===== config.mk =====
export PLATFORM = sky130hd
export DESIGN_NAME = sram_sp
export DESIGN_NICKNAME = d
export VERILOG_FILES = /design/src/hw/sram_sp.sv
export SDC_FILE = /design/constraint.sdc
export NUM_CORES = 1
export LEC_CHECK = 0
export BUFFER_PORTS_ARGS = -buffer_cell sky130_fd_sc_hd__buf_2
export CAP_MARGIN = 0
export CORE_MARGIN = 2
export CORE_UTILIZATION = 60
export DETAILED_ROUTE_END_ITERATION = 16
export GPL_ROUTABILITY_DRIVEN = 0
export PLACE_DENSITY = 0.77
export SLEW_MARGIN = 40
export SYNTH_ARGS = -nofsm -noshare
export SYNTH_HDL_FRONTEND = slang
export SYNTH_SLANG_ARGS = --single-unit

===== constraint.sdc =====
create_clock -name clk -period 5.4 [get_ports clk]
set_clock_uncertainty 0.15 [all_clocks]
set_input_delay 0.54 -clock clk [delete_from_list [all_inputs] [get_ports clk]]
set_output_delay 0.54 -clock clk [all_outputs]
set_load 0.1 [all_outputs]

===== src/hw/sram_sp.sv =====
`default_nettype none

module sram_sp #(
	parameter int  DEPTH   = 32,
	parameter type entry_t = logic [31:0]
) (
	input  wire                     clk,
	input  wire                     cs_i,
	input  wire                     we_i,
	input  wire [$clog2(DEPTH)-1:0] addr_i,
	input  wire entry_t             wdata_i,
	output entry_t                  rdata_o
);

	entry_t mem [0:DEPTH-1];

	// registered read, one access per cycle
	// a write also returns the stored entry on rdata_o, so the cycle
	// that writes a refilled line leaves it on the output for the next cycle
	always_ff @(posedge clk) begin
		if (cs_i) begin
			if (we_i) begin
				mem[addr_i] <= wdata_i;
				rdata_o <= wdata_i;
			end else begin
				rdata_o <= mem[addr_i];
			end
		end
	end

	// index comes straight from the processor address
	a_addr_known: assert property (
		@(posedge clk) cs_i |-> !$isunknown(addr_i)
	);

endmodule

`default_nettype wire


Word-level counts from Yosys, hierarchy flattened. Memories as Yosys holds them, arrays and structs flattened. A register that Yosys moved wholly into a read port is not among the register bits. Cells that the tools add are included.

Logic and storage cells: 4. Memories kept: 1. Register bits after elaboration: 0. Input bits: 40. Memory bits (writable): 1024.

Muxes and demuxes: 3.

Memory list: mem (words 32, width 32, rd ports 1, clocked after Yosys merged registers in 1, write ports 1, line 15) `entry_t mem [0:DEPTH-1];`.

Operator list (number): $mux 1 (3).

Logic depth before layout (Yosys ltp).
Depth in word-level cells: 3. Gate-level depth with buffers: 10.

Least setup slack after synthesis. No wires, ideal clock.

Path kind: in2reg. From: in addr_i[1]. To: mem mem[0][0] (netlist name), enable pin. Setup slack: 1.832 ns. Library setup time: 0.421 ns. Buffers on the path: 5. Arrival: 2.997 ns. Cell stages on the path: 7. Data required time: 4.829 ns. Cell sequence: buf_6 -> buf_12 -> buf_6 -> buf_4 -> or3_1 -> clkbuf_1 -> nor2_1.

RTL lines: from (decl) (line 10) `input wire [$clog2(DEPTH)-1:0] addr_i,`; to (decl) (line 15).

Straight into the memory's write port.

==> run metrics <==
worst reg2reg startpoint=mem[11][5]; Num Clock Sinks=1,056; vias post-DR=20,960; Worst path max stage delay=0.72 ns; startpoint types=input port; final setup TNS=0 ns; Post-synth EDFFs=approximately 1,100; Hold Violations, Final=0; Clock power frac=about two fifths; post-synthesis sequential area ratio=between 70% and 80%; PwrDens=~370 nW/um^2; Net Switching=about 0.0037 W; switching portion of total power=roughly 22%; hold_ws=between 0.2 and 0.25 ns; vias in the first global route=between 20,000 and 25,000; Most used DFF post-synth=edfxtp_1; leakage=~15 nW; largest net degree at the start of global routing=100; CP max-delay cell=a2111oi_1; max-cap violations=0; Final HPWL DP=approximately 57,000 um; min Tclk post-route=between 3 and 4 ns; crit path kind=input port to flop; fill count=between 4,000 and 5,000; Worst R2R Path Depth=4; Remaining Overflow, GRT=0; Worst-path clk slew=roughly 0.06 ns; final setup fails=0; Placed Area=between 40,000 and 50,000 sq um; Initial Utilization=60.50%; Post-Syn Nets=about 2,000; layout net count=2,151; CTS tree=yes; DR top layer=met5; Critical Path AT=around 3.3 ns; reg2reg setup slack=about 3 ns; Peak Freq=0.3210 GHz; period utilization=about 58%; DR iter-0 viols=3,244; initial antenna violation count=2; share of layout cells above drive strength 1=a little under a quarter; die span in x=between 200 and 300 um; DRT Wirelength=98,200 um; metal1 wirelength=~36,000 um; post-synth cell types=54; GRT Resource Usage Total=~28%; #FFs+latches synth=1,056; CP Max Fanout=99; die area=69,700 sq um; Hold Crit Class=input port to flop; combinational share of power=under 10%; Place WS=about 1.6 ns; Cell Area, Synth=just over 40,000 sq um; crit path cell chain=buf_8 -> buf_12 -> mux4_2 -> a2111oi_1 -> a31oi_1; DRT Pass-1 Iters=5; core area=67,040 sq um; register area=around 32,000 sq um; final instance area=approximately 46,000 sq um; post-cts resize count=0; metal3 WL=about 11,000 um; Routed met2 length=46,890 um; CTS max path bufs=3; mean routed wirelength per cell=roughly 32 um; setup bufs post-CTS=0; Synth Warn #=0; post-placement cell count=~2,900; Async S/R FF share, synth=0%; run status=finished, final reports clean; Sequential Power Share=a little over half; reg2reg end=rdata_o[5]; Ports=72; Worst Slack Setup Final=2.285 ns; Worst Setup SP=addr_i[1]; multi-input logic area=8409 sq um; Routed Antenna Nets=0; CTS Root Cell=clkbuf_16; Avg Synthesized Cell Area=roughly 21 sq um; final std cells w/o fill=between 3,000 and 4,000; total CTS buffers=102; RSZ-0062 raised after global routing=no; Synth Instances=1,964; IR drop worst, VDD=0.3474 mV; commonest non-fill, non-tap cell in the layout=edfxtp_1; Die Span Y=around 260 um; Crit. End Element=flop; antenna fix cells=0; post-DR vias/cell=6.829; CTS Hold Bufs=0; P&R area growth vs syn=13.07%; # rows=95; Slew Limit Fails=0; Worst EP required=5.62 ns; commonest cells after routing, fill and taps aside=edfxtp_1, mux2i_1, mux4_2; PortBufs=between 70 and 80; clk_lat worst skew=~0.66 ns; first-pass GRT wire length=142,300 um; measured slew at the worst slew-check pin=0.8709 ns; Max-Slew Margin vs Limit=41.63%; internal power=~0.013 W; remaining routing DRC violations=0; crit path capture=rdata_o[12]; htree depth=3
==> per-layer routing <==
layer  vias to the layer above  GRT usage [%]
met3                       271          5.798
li1                       8496              -
met5                         -              0
met4                         4          12.01
met2                      1425          44.57
met1                     10760          39.47
==> registers in the layout, summed over array words and instances, names as in the netlist <==
register,count
rdata_o,32
mem,1024
==> cells by family after synthesis <==
group,Yosys count,synth area share (%)
mux,383,13.57
compound gates,241,4.269
flops,1056,78.18
buf+inv,109,1.768
simple gates,175,2.218
==> cell type report <==
type / count / area share [%]
Timing Repair Buffer: 151 / 3.012
Tap cell: 873 / 2.382
Multi-Input combinational cell: 799 / 18.34
Clock buffer: 117 / 5.781
Sequential cell: 1056 / 69.14
Inverter: 1 / 0.008184
Clock inverter: 72 / 1.340
==> cell usage after synthesis (11+ instances only) <==
library cell	count	share of area, %
clkbuf_1	22	0.20
a22oi_1	30	0.56
mux2_2	14	0.39
buf_6	17	0.47
a2111o_1	11	0.31
buf_4	33	0.61
mux2i_1	237	5.8
a31oi_1	28	0.43
nor2b_1	11	0.17
nand2b_1	16	0.25
mux4_2	132	7.3
nor2_1	87	0.81
nor3_1	12	0.15
o21ai_0	30	0.37
edfxtp_1	1056	78
a2111oi_2	11	0.41
o22ai_1	89	1.4
buf_2	32	0.39
==> worst min path at each step <==
stage | depth (start not counted) | start | slack, ns | end
5_1_grt | 1 | wdata_i[25] | 0.25 | mem[0][25]
4_1_cts | 1 | wdata_i[25] | 0.20 | mem[20][25]
3_5_place_dp | 4 | mem[7][10] | 0.62 | rdata_o[10]
6_report | 1 | wdata_i[25] | 0.24 | mem[22][25]
3_3_place_gp | 4 | mem[5][16] | 0.61 | rdata_o[16]
2_1_floorplan | 0 | wdata_i[0] | 0.49 | mem[0][0]
==> worst max-delay path, delay by kind of cell <==
kind,cells,cell delay [ns]
buf+inv,2,1.02
compound gates,2,0.93
mux,1,0.59
==> per-stage QoR <==
step	utilization (%)	power, W
2_1_floorplan	-	0.009901
3_5_place_dp	63.41	0.01023
5_1_grt	68.41	0.01743
6_report	68.41	0.01702
4_1_cts	68.28	0.01707
3_3_place_gp	62.69	0.01020
==> power by group through the flow <==
stage	registers, W	logic (W)	clock network (W)
2_1_floorplan	0.00947	0.000431	0
3_3_place_gp	0.00931	0.000887	0
3_5_place_dp	0.00931	0.000916	0
4_1_cts	0.00914	0.000922	0.00700
5_1_grt	0.00914	0.000968	0.00732
6_report	0.00914	0.000928	0.00696
Note: power is estimated with default switching activity, not from simulation.
