[src/hw/cache_pkg.sv]
`default_nettype none

package cache_pkg;

	// processor side
	localparam int ADDR_W = 32;
	localparam int WORD_W = 32;

	// line geometry
	localparam int LINE_WORDS = 8;
	localparam int LINE_W = LINE_WORDS * WORD_W;

	// address split is tag | index | byte offset
	localparam int OFFSET_W = 5;
	localparam int INDEX_W = 5;
	localparam int TAG_W = ADDR_W - INDEX_W - OFFSET_W;

	typedef logic [TAG_W-1:0] tag_t;
	typedef logic [INDEX_W-1:0] index_t;
	typedef logic [WORD_W-1:0] word_t;

	// word 0 sits in bits 31:0
	typedef logic [LINE_W-1:0] line_t;

	typedef enum logic [2:0] {
		IDLE,
		LOOKUP,
		WRITEBACK,
		FILL,
		COMPLETE
	} ctrl_state_t;

endpackage

`default_nettype wire

[src/hw/l1_cache_controller.sv]
`default_nettype none

module l1_cache_controller (
	input  wire  clk,
	input  wire  rst_n_i,
	input  wire  cs_i,
	input  wire  we_i,
	input  wire  hit_i,
	input  wire  dirty_i,
	input  wire  mem_ack_i,
	output logic stall_o,
	output logic sram_cs_o,
	output logic sram_we_o,
	output logic fill_sel_o,
	output logic set_valid_o,
	output logic set_dirty_o,
	output logic clear_dirty_o,
	output logic mem_cs_o,
	output logic mem_we_o
);

	import cache_pkg::*;

	ctrl_state_t state_q;
	ctrl_state_t state_d;

	always_ff @(posedge clk) begin
		if (!rst_n_i) begin
			state_q <= IDLE;
		end else begin
			state_q <= state_d;
		end
	end

	always_comb begin
		state_d = state_q;
		stall_o = 1'b0;
		sram_cs_o = 1'b0;
		sram_we_o = 1'b0;
		fill_sel_o = 1'b0;
		set_valid_o = 1'b0;
		set_dirty_o = 1'b0;
		clear_dirty_o = 1'b0;
		mem_cs_o = 1'b0;
		mem_we_o = 1'b0;

		case (state_q)
			IDLE: begin
				// new request reads tag and line at the index
				if (cs_i) begin
					stall_o = 1'b1;
					sram_cs_o = 1'b1;
					state_d = LOOKUP;
				end
			end
			LOOKUP: begin
				if (hit_i) begin
					// hit completes here and a write stores the merged line
					sram_cs_o = we_i;
					sram_we_o = we_i;
					set_dirty_o = we_i;
					state_d = IDLE;
				end else begin
					stall_o = 1'b1;
					state_d = dirty_i ? WRITEBACK : FILL;
				end
			end
			WRITEBACK: begin
				stall_o = 1'b1;
				mem_cs_o = 1'b1;
				mem_we_o = 1'b1;
				// victim is clean now so the second lookup goes on to FILL
				if (mem_ack_i) begin
					clear_dirty_o = 1'b1;
					state_d = LOOKUP;
				end
			end
			FILL: begin
				stall_o = 1'b1;
				mem_cs_o = 1'b1;
				// refill line and tag while the SRAM output picks up the new entry
				if (mem_ack_i) begin
					sram_cs_o = 1'b1;
					sram_we_o = 1'b1;
					fill_sel_o = 1'b1;
					set_valid_o = 1'b1;
					state_d = COMPLETE;
				end
			end
			COMPLETE: begin
				sram_cs_o = we_i;
				sram_we_o = we_i;
				set_dirty_o = we_i;
				state_d = IDLE;
			end
			default: begin
				state_d = IDLE;
			end
		endcase
	end

	// memory request drops in the cycle after its acknowledge
	a_mem_drop: assert property (
		@(posedge clk) disable iff (!rst_n_i)
		(mem_cs_o && mem_ack_i) |=> !mem_cs_o
	);

	// request has to stay put until memory acknowledges it
	a_mem_hold: assert property (
		@(posedge clk) disable iff (!rst_n_i)
		(mem_cs_o && !mem_ack_i) |=> (mem_cs_o && $stable(mem_we_o))
	);

endmodule

`default_nettype wire

[config.mk]
export PLATFORM = sky130hd
export DESIGN_NAME = l1_cache_controller
export DESIGN_NICKNAME = d
export VERILOG_FILES = /design/src/hw/cache_pkg.sv /design/src/hw/l1_cache_controller.sv
export SDC_FILE = /design/constraint.sdc
export NUM_CORES = 1
export LEC_CHECK = 0
export BUFFER_PORTS_ARGS = -buffer_cell sky130_fd_sc_hd__buf_2
export CORE_AREA = 2 2 39 41
export DETAILED_ROUTE_END_ITERATION = 6
export DIE_AREA = 0 0 41 43
export PLACE_DENSITY_LB_ADDON = 0.3
export SETUP_SLACK_MARGIN = 0.2
export SYNTH_ARGS = -nofsm -noshare
export SYNTH_HDL_FRONTEND = slang
export SYNTH_SLANG_ARGS = --single-unit
[constraint.sdc]
create_clock -name clk -period 1.2 [get_ports clk]
set_input_delay 0.12 -clock clk [delete_from_list [all_inputs] [get_ports clk]]
set_output_delay 0.12 -clock clk [all_outputs]
set_load 0.01 [all_outputs]
==> Yosys cells after proc, flatten, opt, wreduce, memory -nomap -nowiden <==
Cells that the tools add are included.
{ "word_totals": {"elab_cells": 29, "ff_bits": 3} }
{ "classes": {"eq_ne": 7, "n_mux": 18, "n_reduce_logical": 3} }
{ "op_table": {"columns": ["cell", "count"], "rows": [
  ["$pmux 3 s4", 1],
  ["$mux 1", 9],
  ["$mux 3", 3],
  ["$eq 3x2->1 const B", 2],
  ["$ne 2x2->1 const B", 3],
  ["$pmux 1 s3", 2],
  ["$pmux 1 s4", 1],
  ["$eq 3x1->1 const B", 1],
  ["$eq 3x3->1 const B", 1],
  ["$logic_not 3->1", 1],
  ["$reduce_and 3->1", 1],
  ["$mux 2", 1],
  ["$pmux 1 s2", 1],
  ["$reduce_or 2->1", 1]
]} }

==> Depth between registers and ports, before layout <==
Gate-level depths: netlist of the first run.
{ "logic_depth": {"depth_word": 3, "depth_mapped": 4, "mapped_depth_nobuf": 4} }

==> Least setup slack after synthesis of the first run <==
No wires, ideal clock.
{ "synth_path": {"path_type": "register -> output", "from": "register state_q[1]", "to": "output port clear_dirty_o", "arrival_time_ns": 0.920, "setup_slack_ns": 0.160, "stages_incl_launch_ff": 4, "n_path_buf": 0, "path_cell_list": "dfxtp_1 -> nand2b_1 -> nor2_1 -> and2_1"} }
{ "synth_between": {"elab_chain_cells": 2} }
{ "synth_lines": {"columns": ["element", "line", "text"], "rows": [
  ["start, declared", "l1_cache_controller.sv:24", "ctrl_state_t state_q;"],
  ["start signal, assigned", "l1_cache_controller.sv:31", "state_q <= state_d;"],
  ["$eq 3x2->1", "l1_cache_controller.sv:47", "case (state_q)"],
  ["$mux 1", "l1_cache_controller.sv:47", null],
  ["end, declared", "l1_cache_controller.sv:17", "output logic clear_dirty_o,"]
]} }
No other way between the ends.

==> Final worst setup path of the first run <==
{ "layout_path": {"from": "register state_q[0]", "to": "output port sram_cs_o"} }
{ "layout_between": {"elab_chain_cells": 2, "word_cells_on_any_way": 5} }
{ "layout_lines": {"columns": ["element", "line", "text"], "rows": [
  ["$eq 3x3->1 (tied with other cells)", "l1_cache_controller.sv:47", null],
  ["$pmux 1 s4 (*)", "l1_cache_controller.sv:47", null],
  ["end, declared", "l1_cache_controller.sv:12", "output logic sram_cs_o,"]
]} }
Mark *: on every way between the ends. The rest lies on a longest branch, timed or not.

==> results.yml, run 1 <==
run_status:
  result_of_the_run: "finished with violations"
  failing_checks: "setup timing"
run:
  maxCapViolCount: 0
cts:
  cts_max_level: 1
  insertion_delay_ps: 230
  cts_made_buffers: 3
  clock_sinks: 3
  cts_tree: "built"
  cts_root_buffer: "sky130_fd_sc_hd__clkbuf_4"
  cts.clk_slew.worst_paths_ps: 40
  clockBufferDepth: 2
global_routing:
  antenna_found_initial: 0
  grt_first_pass_wirelength_microns: 945
  grtUsageTotal_pct: 8.32
  grt_pass1_vias: 251
  grt_max_degree: 9
  grt_overflow: 0
floorplanning:
  num_io_pins: 16
  die_y_microns: 43
  core_area_sq_um: 1380
  floorplan.die_area_sq_um: 1760
  die_width_microns: 41
  rows: 14
  initial_utilization_pct: 16.7
timing:
  report.final.setup_viol: 5
  max_slew_margin_pct: 86.4
  fmaxAchievable_mhz: 797
  worst_clock_skew_ps: 0.885
  post-route-period-util_pct: 105
  timing_max_transition_violations_final: 0
  rsz0062_at_grt: "true"
  setup_slack_ps: -54.1
  finalHoldViolCount: 0
  tightest_slew_ps: 203
  period_minus_slack_ps: 1250
  fin_hold_ws_ps: 129
pwr:
  overall_power_after_layout_uw: 413
  vdd.ir_drop.worst_mv: 0.381
  power.density_cell_area_nw_per_um2: 962
  p_leak_nw: 0.237
drt:
  num_vias: 295
  dr_wl_met3_microns: 38
  routed_wl_microns: 677
  route.met2.wl_microns: 379
  via_per_inst: 4.15
  route.detailed.wl_per_inst_microns: 9.54
  drt_first_pass_iters: 4
  initialDrtViolationCount: 1
  met1Wirelength_microns: 258
  top_layer_used: "met3"
  ant_nets: 0
  detail_route.drc_violations: 0
synth:
  synthesis.nets: 41
  mappedNetlistArea_sq_um: 231
  ys_warn_count: 0
  syn-instance-count: 34
  average_footprint_of_a_synthesized_cell_sq_um: 6.81
  seq_area_frac_synth_pct: 25.9
  ys_seq_elements: 3
  post_synth_num_cell_types: 17
placed_design:
  placed_cell_area_sq_um: 324
  gpl.final_weighted_congestion: 0.693
  detailedPlace.worstSlack_ps: 86.9
  port_buffers: 15
cells_and_area:
  top_regs: "state_q: 3 flops"
  layout_commonest_cell: "sky130_fd_sc_hd__buf_2"
  finish.net_count: 63
  top_register: "state_q"
  layout-drive-gt1-share_pct: 63.6
  layout-area-overhead-vs-synth_pct: 85.4
  most_used_cells_in_the_layout_excluding_fill_and_tap_cells: "15 x sky130_fd_sc_hd__buf_2, 4 x sky130_fd_sc_hd__nor2b_1"
  largest_register_ff_count: 3
  design_area_sq_um: 429
  diodes: 0
hold_path:
  hold_class: "input pin to flop"
worst_setup_path:
  critical_path_peak_fanout: 7
  critPathCaptureType: "output pin"
  worst_ep_arrival_time_ps: 1130
  worst-setup-path-type: "flop to output pin"
  worst_ep_required_time_ps: 1080
  critical_path.startpoint_type: "flop"
  setup.reg_to_reg.worst_slack_ps: 200
-- power by group --
group          total [mW]  switching (mW)  internal, mW  leakage, nW
Clock               0.173          0.0490         0.124       0.0150
Combinational       0.124          0.0606        0.0635        0.195
Sequential          0.115          0.0108         0.105       0.0267
Total               0.413           0.120         0.292        0.237
-- worst paths after layout --
kind | start | cells past startpoint | endpoint
worst min register to register | state_q[0] | 2 | state_q[0]
worst min-delay path | rst_n_i | 2 | state_q[2]
worst max-delay path | state_q[0] | 4 | sram_cs_o
worst max register to register | state_q[0] | 3 | state_q[0]
-- logic make-up after synthesis --
group	count (synthesis)	synth area share, %
buffers and inverters	5	9.73
AO/OA/AOI/OAI	6	15.7
flip-flops	3	25.9
AND/OR/NAND/NOR	20	48.6
-- critical path, stage by stage (launching register included) --
cell and delay, ps:
sky130_fd_sc_hd__dfxtp_4 350, sky130_fd_sc_hd__and3b_1 180, sky130_fd_sc_hd__o21ai_2 150, sky130_fd_sc_hd__nand3_1 80, sky130_fd_sc_hd__buf_2 140
-- per-stage QoR --
step / std cells / TNS [ps] / utilization, %
finish: 71 / -168 / 31.0
global route: 71 / -644 / 31.0
CTS: 70 / -220 / 27.8
detailed placement: 64 / 0 / 23.4
global placement: 64 / 0 / 23.4
floorplan: 34 / 0 / -
-- layer usage --
layer | track usage (%) | vias to the layer above
li1 | - | 156
met1 | 9.29 | 130
met2 | 12.2 | 9
met3 | 1.57 | 0
met4 | 8.00 | 0
met5 | 0 | -
-- Yosys cell counts --
master                      n  area, sq um
sky130_fd_sc_hd__nor2_1     2         7.51
sky130_fd_sc_hd__o2111ai_1  1         8.76
sky130_fd_sc_hd__o21ai_1    1         5.00
sky130_fd_sc_hd__inv_1      4         15.0
sky130_fd_sc_hd__nand2_1    2         7.51
sky130_fd_sc_hd__nand2b_1   3         18.8
sky130_fd_sc_hd__nor2b_1    4         25.0
sky130_fd_sc_hd__dfxtp_1    3         60.1
sky130_fd_sc_hd__and3b_1    1         8.76
sky130_fd_sc_hd__nand3_1    3         15.0
sky130_fd_sc_hd__a21oi_1    2         10.0
sky130_fd_sc_hd__nor3_1     1         5.00
sky130_fd_sc_hd__and2_1     3         18.8
sky130_fd_sc_hd__o31ai_1    1         7.51
sky130_fd_sc_hd__buf_4      1         7.51
sky130_fd_sc_hd__o21ai_0    1         5.00
sky130_fd_sc_hd__or3_1      1         6.26
-- area by class of cell --
type / count / area (sq um)
inverters: 4 / 17.5
fillers: 155 / 955
clock buffers: 4 / 26.3
repair buffers: 18 / 97.6
well taps: 16 / 20.0
flip-flops and latches: 3 / 71.3
multi-input cells: 26 / 196
-- timing repair --
| item | CTS | global route |
|---|---|---|
| hold buffers | 0 | 0 |
| pin swaps | 7 | 0 |
| endpoints found under the setup margin | 11 | 12 |
| resized for setup | 6 | 9 |
| buffers inserted | 2 | 1 |
Note: power is estimated with default switching activity, not from simulation.
==> inputs of run 2 (changes only) <==
- clock period: 1.2 -> 1.45 ns (I/O delays scaled with it)
==> results.yml, run 2 (synthesis results as in run 1) <==
pwr:
  p_clk_share_pct: 46.5
  p_leak_nw: 0.218
  total_switching_power_uw: 94.0
  overall_power_after_layout_uw: 324
  fraction_of_power_spent_switching_nets_pct: 29.0
  share_comb_of_total_power_pct: 24.0
  vdd.ir_drop.worst_mv: 0.279
  power_report.internal_total_uw: 230
  power.density_cell_area_nw_per_um2: 869
  pwr-share-seq_pct: 29.6
cells_and_area:
  finish.net_count: 62
  top_regs: "state_q: 3 flops"
  layout_commonest_cell: "sky130_fd_sc_hd__buf_2"
  layout-area-overhead-vs-synth_pct: 61.1
  top_register: "state_q"
  layout-drive-gt1-share_pct: 44.4
  diodes: 0
  finish.cell_count_without_fillers: 70
  final_core_utilization_pct: 26.9
  largest_register_ff_count: 3
  most_used_cells_in_the_layout_excluding_fill_and_tap_cells: "15 x sky130_fd_sc_hd__buf_2, 4 x sky130_fd_sc_hd__nor2b_1, 4 x sky130_fd_sc_hd__inv_1"
hold_path:
  hold_class: "input pin to flop"
drt:
  drt_first_pass_iters: 4
  route.detailed.wl_per_inst_microns: 9.36
  routed_wl_microns: 655
  via_per_inst: 4.07
  num_vias: 285
  detail_route.drc_violations: 0
  initialDrtViolationCount: 5
  ant_nets: 0
timing:
  finalHoldViolCount: 0
  post-route-period-util_pct: 88.9
  timing_max_transition_violations_final: 0
  tightest_slew_ps: 180
  report.final.setup_viol: 0
  fmaxAchievable_mhz: 776
  worst_clock_skew_ps: 4.66
  rsz0062_at_grt: "true"
  fin_setup_tns_ps: 0
  max_slew_margin_pct: 87.9
  period_minus_slack_ps: 1290
worst_setup_path:
  cp_top_delay_family: "flip-flops"
  crit_path_cell_trace: "and3b_1 > o21ai_2 > nand3_1 > buf_2"
  worst_ep_required_time_ps: 1310
  critical_path_peak_fanout: 5
  cp_slowest_cell: "sky130_fd_sc_hd__dfxtp_4"
  worst_ep_arrival_time_ps: 1140
  critical_path.n_buffers_inverters: 1
  critical_path.startpoint_type: "flop"
  max_stage_delay_ps: 350
  worst-setup-path-type: "flop to output pin"
  critPathCaptureType: "output pin"
placed_design:
  port_buffers: 15
  post-dp-hpwl_microns: 468
  dp_cells: 64
  gpl.final_weighted_congestion: 0.691
global_routing:
  grt_overflow: 0
  globalRouteMet2Util_pct: 15.3
  met3_usage_grt_pct: 2.09
  grt_pass1_vias: 280
  grt_first_pass_wirelength_microns: 1020
  gr-usage-met1_pct: 8.31
  grtUsageTotal_pct: 9.12
  grt.busiest_layer: "met2"
  antenna_found_initial: 0
  grt_max_degree: 10
floorplanning:
  die_y_microns: 43
  floorplan.die_area_sq_um: 1760
  die_width_microns: 41
  initial_utilization_pct: 16.7
  num_io_pins: 16
  rows: 14
  core_area_sq_um: 1380
cts:
  cts.clk_slew.worst_paths_ps: 40
  clock_sinks: 3
  cts_max_level: 1
  insertion_delay_ps: 240
  cts_tree: "built"
  postCtsHoldBufs: 0
  cts_root_buffer: "sky130_fd_sc_hd__clkbuf_4"
  cts_made_buffers: 3
  clockBufferDepth: 2
run:
  maxCapViolCount: 0
run_status:
  result_of_the_run: "finished, final reports clean"
==> run 2: cell count changes in the layout (fill, tap and decap cells not counted), moves of 2 or more <==
cell,before,now
sky130_fd_sc_hd__inv_1,2,4
sky130_fd_sc_hd__nand2b_1,1,3
sky130_fd_sc_hd__nand2b_4,2,0
sky130_fd_sc_hd__a21oi_1,0,2
sky130_fd_sc_hd__a21oi_2,2,0
==> run 2: cell type report <==
cell class | count | area, sq um
clock buffers | 4 | 26.3
fillers | 155 | 1010
inverters | 4 | 15.0
multi-input cells | 26 | 153
flip-flops and latches | 3 | 68.8
well taps | 16 | 20.0
repair buffers | 17 | 90.1
==> run 2: per-stage QoR <==
stage | hold slack (ps) | instance area [sq um] | worst slack [ps]
finish | 134 | 373 | 161
global route | 153 | 373 | 99.5
CTS | 123 | 373 | 166
detailed placement | 382 | 319 | 280
global placement | 383 | 319 | 314
floorplan | 246 | 231 | 385
==> run 2: worst paths after layout <==
kind,slack [ps],to,depth (start not counted),startpoint
worst max-delay path,160,sram_cs_o,4,state_q[2]
worst min-delay path,130,state_q[0],2,mem_ack_i
worst max register to register,410,state_q[0],3,state_q[1]
worst min register to register,610,state_q[0],2,state_q[1]
==> run 2: per-layer routing <==
| metal | wire length [microns] | vias to the layer above | part of all wire [%] |
|---|---|---|---|
| met5 | 0 | - | 0 |
| met4 | 0 | 0 | 0 |
| met3 | 49 | 0 | 7.5 |
| met2 | 353 | 9 | 54 |
| met1 | 252 | 123 | 38 |
| li1 | - | 153 | - |
==> run 2: power by group through the flow <==
| stage | sequential, mW | combinational, mW | clock [mW] |
|---|---|---|---|
| 2_1_floorplan | 0.0964 | 0.0429 | 0 |
| 3_3_place_gp | 0.0991 | 0.0721 | 0 |
| 3_5_place_dp | 0.0992 | 0.0711 | 0 |
| 4_1_cts | 0.0962 | 0.0782 | 0.155 |
| 5_1_grt | 0.0970 | 0.0870 | 0.163 |
| 6_report | 0.0959 | 0.0777 | 0.151 |
==> run 2: timing repair <==
action | in CTS | in global routing
setup buffers | 2 | 0
hold endpoints to repair | 0 | 0
endpoints found under the setup margin | 8 | 6
pin swaps | 5 | 0
gates resized for setup | 6 | 0
==> inputs of run 3 (changes only) <==
- SETUP_SLACK_MARGIN: 0.2 -> 0.1
==> results.yml, run 3 (synthesis results as in run 1) <==
run_status:
  result_of_the_run: "finished, final reports clean"
worst_setup_path:
  critical_path.reg2reg.endpoint: "state_q[0]"
  cp_top_delay_family: "flip-flops"
  worst-setup-path-type: "flop to output pin"
  critPathCaptureType: "output pin"
  reg2reg_from: "state_q[1]"
  crit_path_cell_trace: "and3b_1 > o21ai_2 > nand3_1 > buf_2"
  critical_path.startpoint_type: "flop"
  critical_path_peak_fanout: 6
  critical_path.n_buffers_inverters: 1
  worst_ep_arrival_time_ps: 1150
  max_stage_delay_ps: 350
  setup.reg_to_reg.worst_slack_ps: 400
  r2r_cells: 3
  worst_ep_required_time_ps: 1310
  cp_slowest_cell: "sky130_fd_sc_hd__dfxtp_4"
floorplanning:
  num_io_pins: 16
  rows: 14
  die_width_microns: 41
  floorplan.die_area_sq_um: 1760
  core_area_sq_um: 1380
  die_y_microns: 43
  initial_utilization_pct: 16.7
cts:
  cts_max_level: 1
  insertion_delay_ps: 230
  cts.clk_slew.worst_paths_ps: 40
  cts_tree: "built"
  clock_sinks: 3
  clockBufferDepth: 2
  cts_root_buffer: "sky130_fd_sc_hd__clkbuf_4"
  cts_made_buffers: 3
pwr:
  vdd.ir_drop.worst_mv: 0.273
  total_switching_power_uw: 94.4
  power_report.internal_total_uw: 227
  fraction_of_power_spent_switching_nets_pct: 29.4
  p_leak_nw: 0.210
  share_comb_of_total_power_pct: 22.8
  p_clk_share_pct: 46.8
  power.density_cell_area_nw_per_um2: 873
  pwr-share-seq_pct: 30.4
cells_and_area:
  layout_commonest_cell: "sky130_fd_sc_hd__buf_2"
  layout-drive-gt1-share_pct: 47.2
  final_core_utilization_pct: 26.6
  most_used_cells_in_the_layout_excluding_fill_and_tap_cells: "15 x sky130_fd_sc_hd__buf_2, 4 x sky130_fd_sc_hd__nor2b_1"
  top_regs: "state_q: 3 flops"
  largest_register_ff_count: 3
  layout-area-overhead-vs-synth_pct: 58.9
  finish.net_count: 61
  design_area_sq_um: 368
  diodes: 0
  top_register: "state_q"
global_routing:
  grt_overflow: 0
  grt_first_pass_wirelength_microns: 986
  antenna_found_initial: 0
  grtUsageTotal_pct: 8.82
  grt_pass1_vias: 276
  grt_max_degree: 10
drt:
  route.met2.wl_microns: 342
  num_vias: 283
  routed_wl_microns: 647
  drt_first_pass_iters: 3
  met1Wirelength_microns: 255
  initialDrtViolationCount: 5
  dr_wl_met3_microns: 49
  ant_nets: 0
  detail_route.drc_violations: 0
  via_per_inst: 4.10
  top_layer_used: "met3"
  route.detailed.wl_per_inst_microns: 9.38
placed_design:
  port_buffers: 15
  post-dp-hpwl_microns: 468
  placed_cell_area_sq_um: 319
  gpl.final_weighted_congestion: 0.691
  detailedPlace.worstSlack_ps: 280
timing:
  post-route-period-util_pct: 89.2
  tightest_slew_ps: 180
  setup_slack_ps: 157
  max_slew_margin_pct: 87.9
  fin_hold_ws_ps: 150
  fin_setup_tns_ps: 0
  finalHoldViolCount: 0
  rsz0062_at_grt: "true"
  timing_max_transition_violations_final: 0
  report.final.setup_viol: 0
  fmaxAchievable_mhz: 774
  period_minus_slack_ps: 1290
  worst_clock_skew_ps: 4.58
hold_path:
  hp-start: "mem_ack_i"
  worstHoldEndpoint: "state_q[0]"
  hold_class: "input pin to flop"
  timing.hold.worst_path_depth: 2
run:
  maxCapViolCount: 0
==> run 3: metal layers <==
layer | GRT usage, % | vias up
met2 | 13.8 | 9
met5 | 0 | -
met1 | 8.95 | 124
li1 | - | 150
met3 | 2.09 | 0
met4 | 8.00 | 0
==> run 3: cell type report <==
cell class | count | area, sq um
fillers | 156 | 1020
multi-input cells | 26 | 158
repair buffers | 16 | 82.6
flip-flops and latches | 3 | 66.3
clock buffers | 4 | 26.3
well taps | 16 | 20.0
inverters | 4 | 15.0
==> run 3: per-stage QoR <==
stage / total power [mW] / instances
after floorplan: 0.139 / 34
after global routing: 0.344 / 69
after global placement: 0.171 / 64
after detailed placement: 0.170 / 64
final: 0.321 / 69
after CTS: 0.327 / 68
==> run 3: worst max-delay path by stage <==
stage                    start             to  slack, ps  cells past startpoint
finish              state_q[2]      sram_cs_o        160                      4
global route        state_q[2]  clear_dirty_o         90                      4
CTS                 state_q[2]      sram_cs_o        110                      4
detailed placement  state_q[2]      sram_cs_o        280                      4
global placement    state_q[2]      sram_cs_o        310                      4
floorplan           state_q[1]  clear_dirty_o        380                      3
==> run 3: power groups by stage <==
stage | sequential [mW] | combinational, mW | clock, mW
2_1_floorplan | 0.0964 | 0.0429 | 0
3_3_place_gp | 0.0991 | 0.0721 | 0
3_5_place_dp | 0.0992 | 0.0711 | 0
4_1_cts | 0.0990 | 0.0729 | 0.155
5_1_grt | 0.0983 | 0.0822 | 0.164
6_report | 0.0976 | 0.0732 | 0.150
==> run 3: what timing repair did <==
item,CTS,global route
pin swaps,0,1
setup endpoints to repair,6,6
setup buffers,0,1
gates resized for setup,4,3
hold buffers,0,0
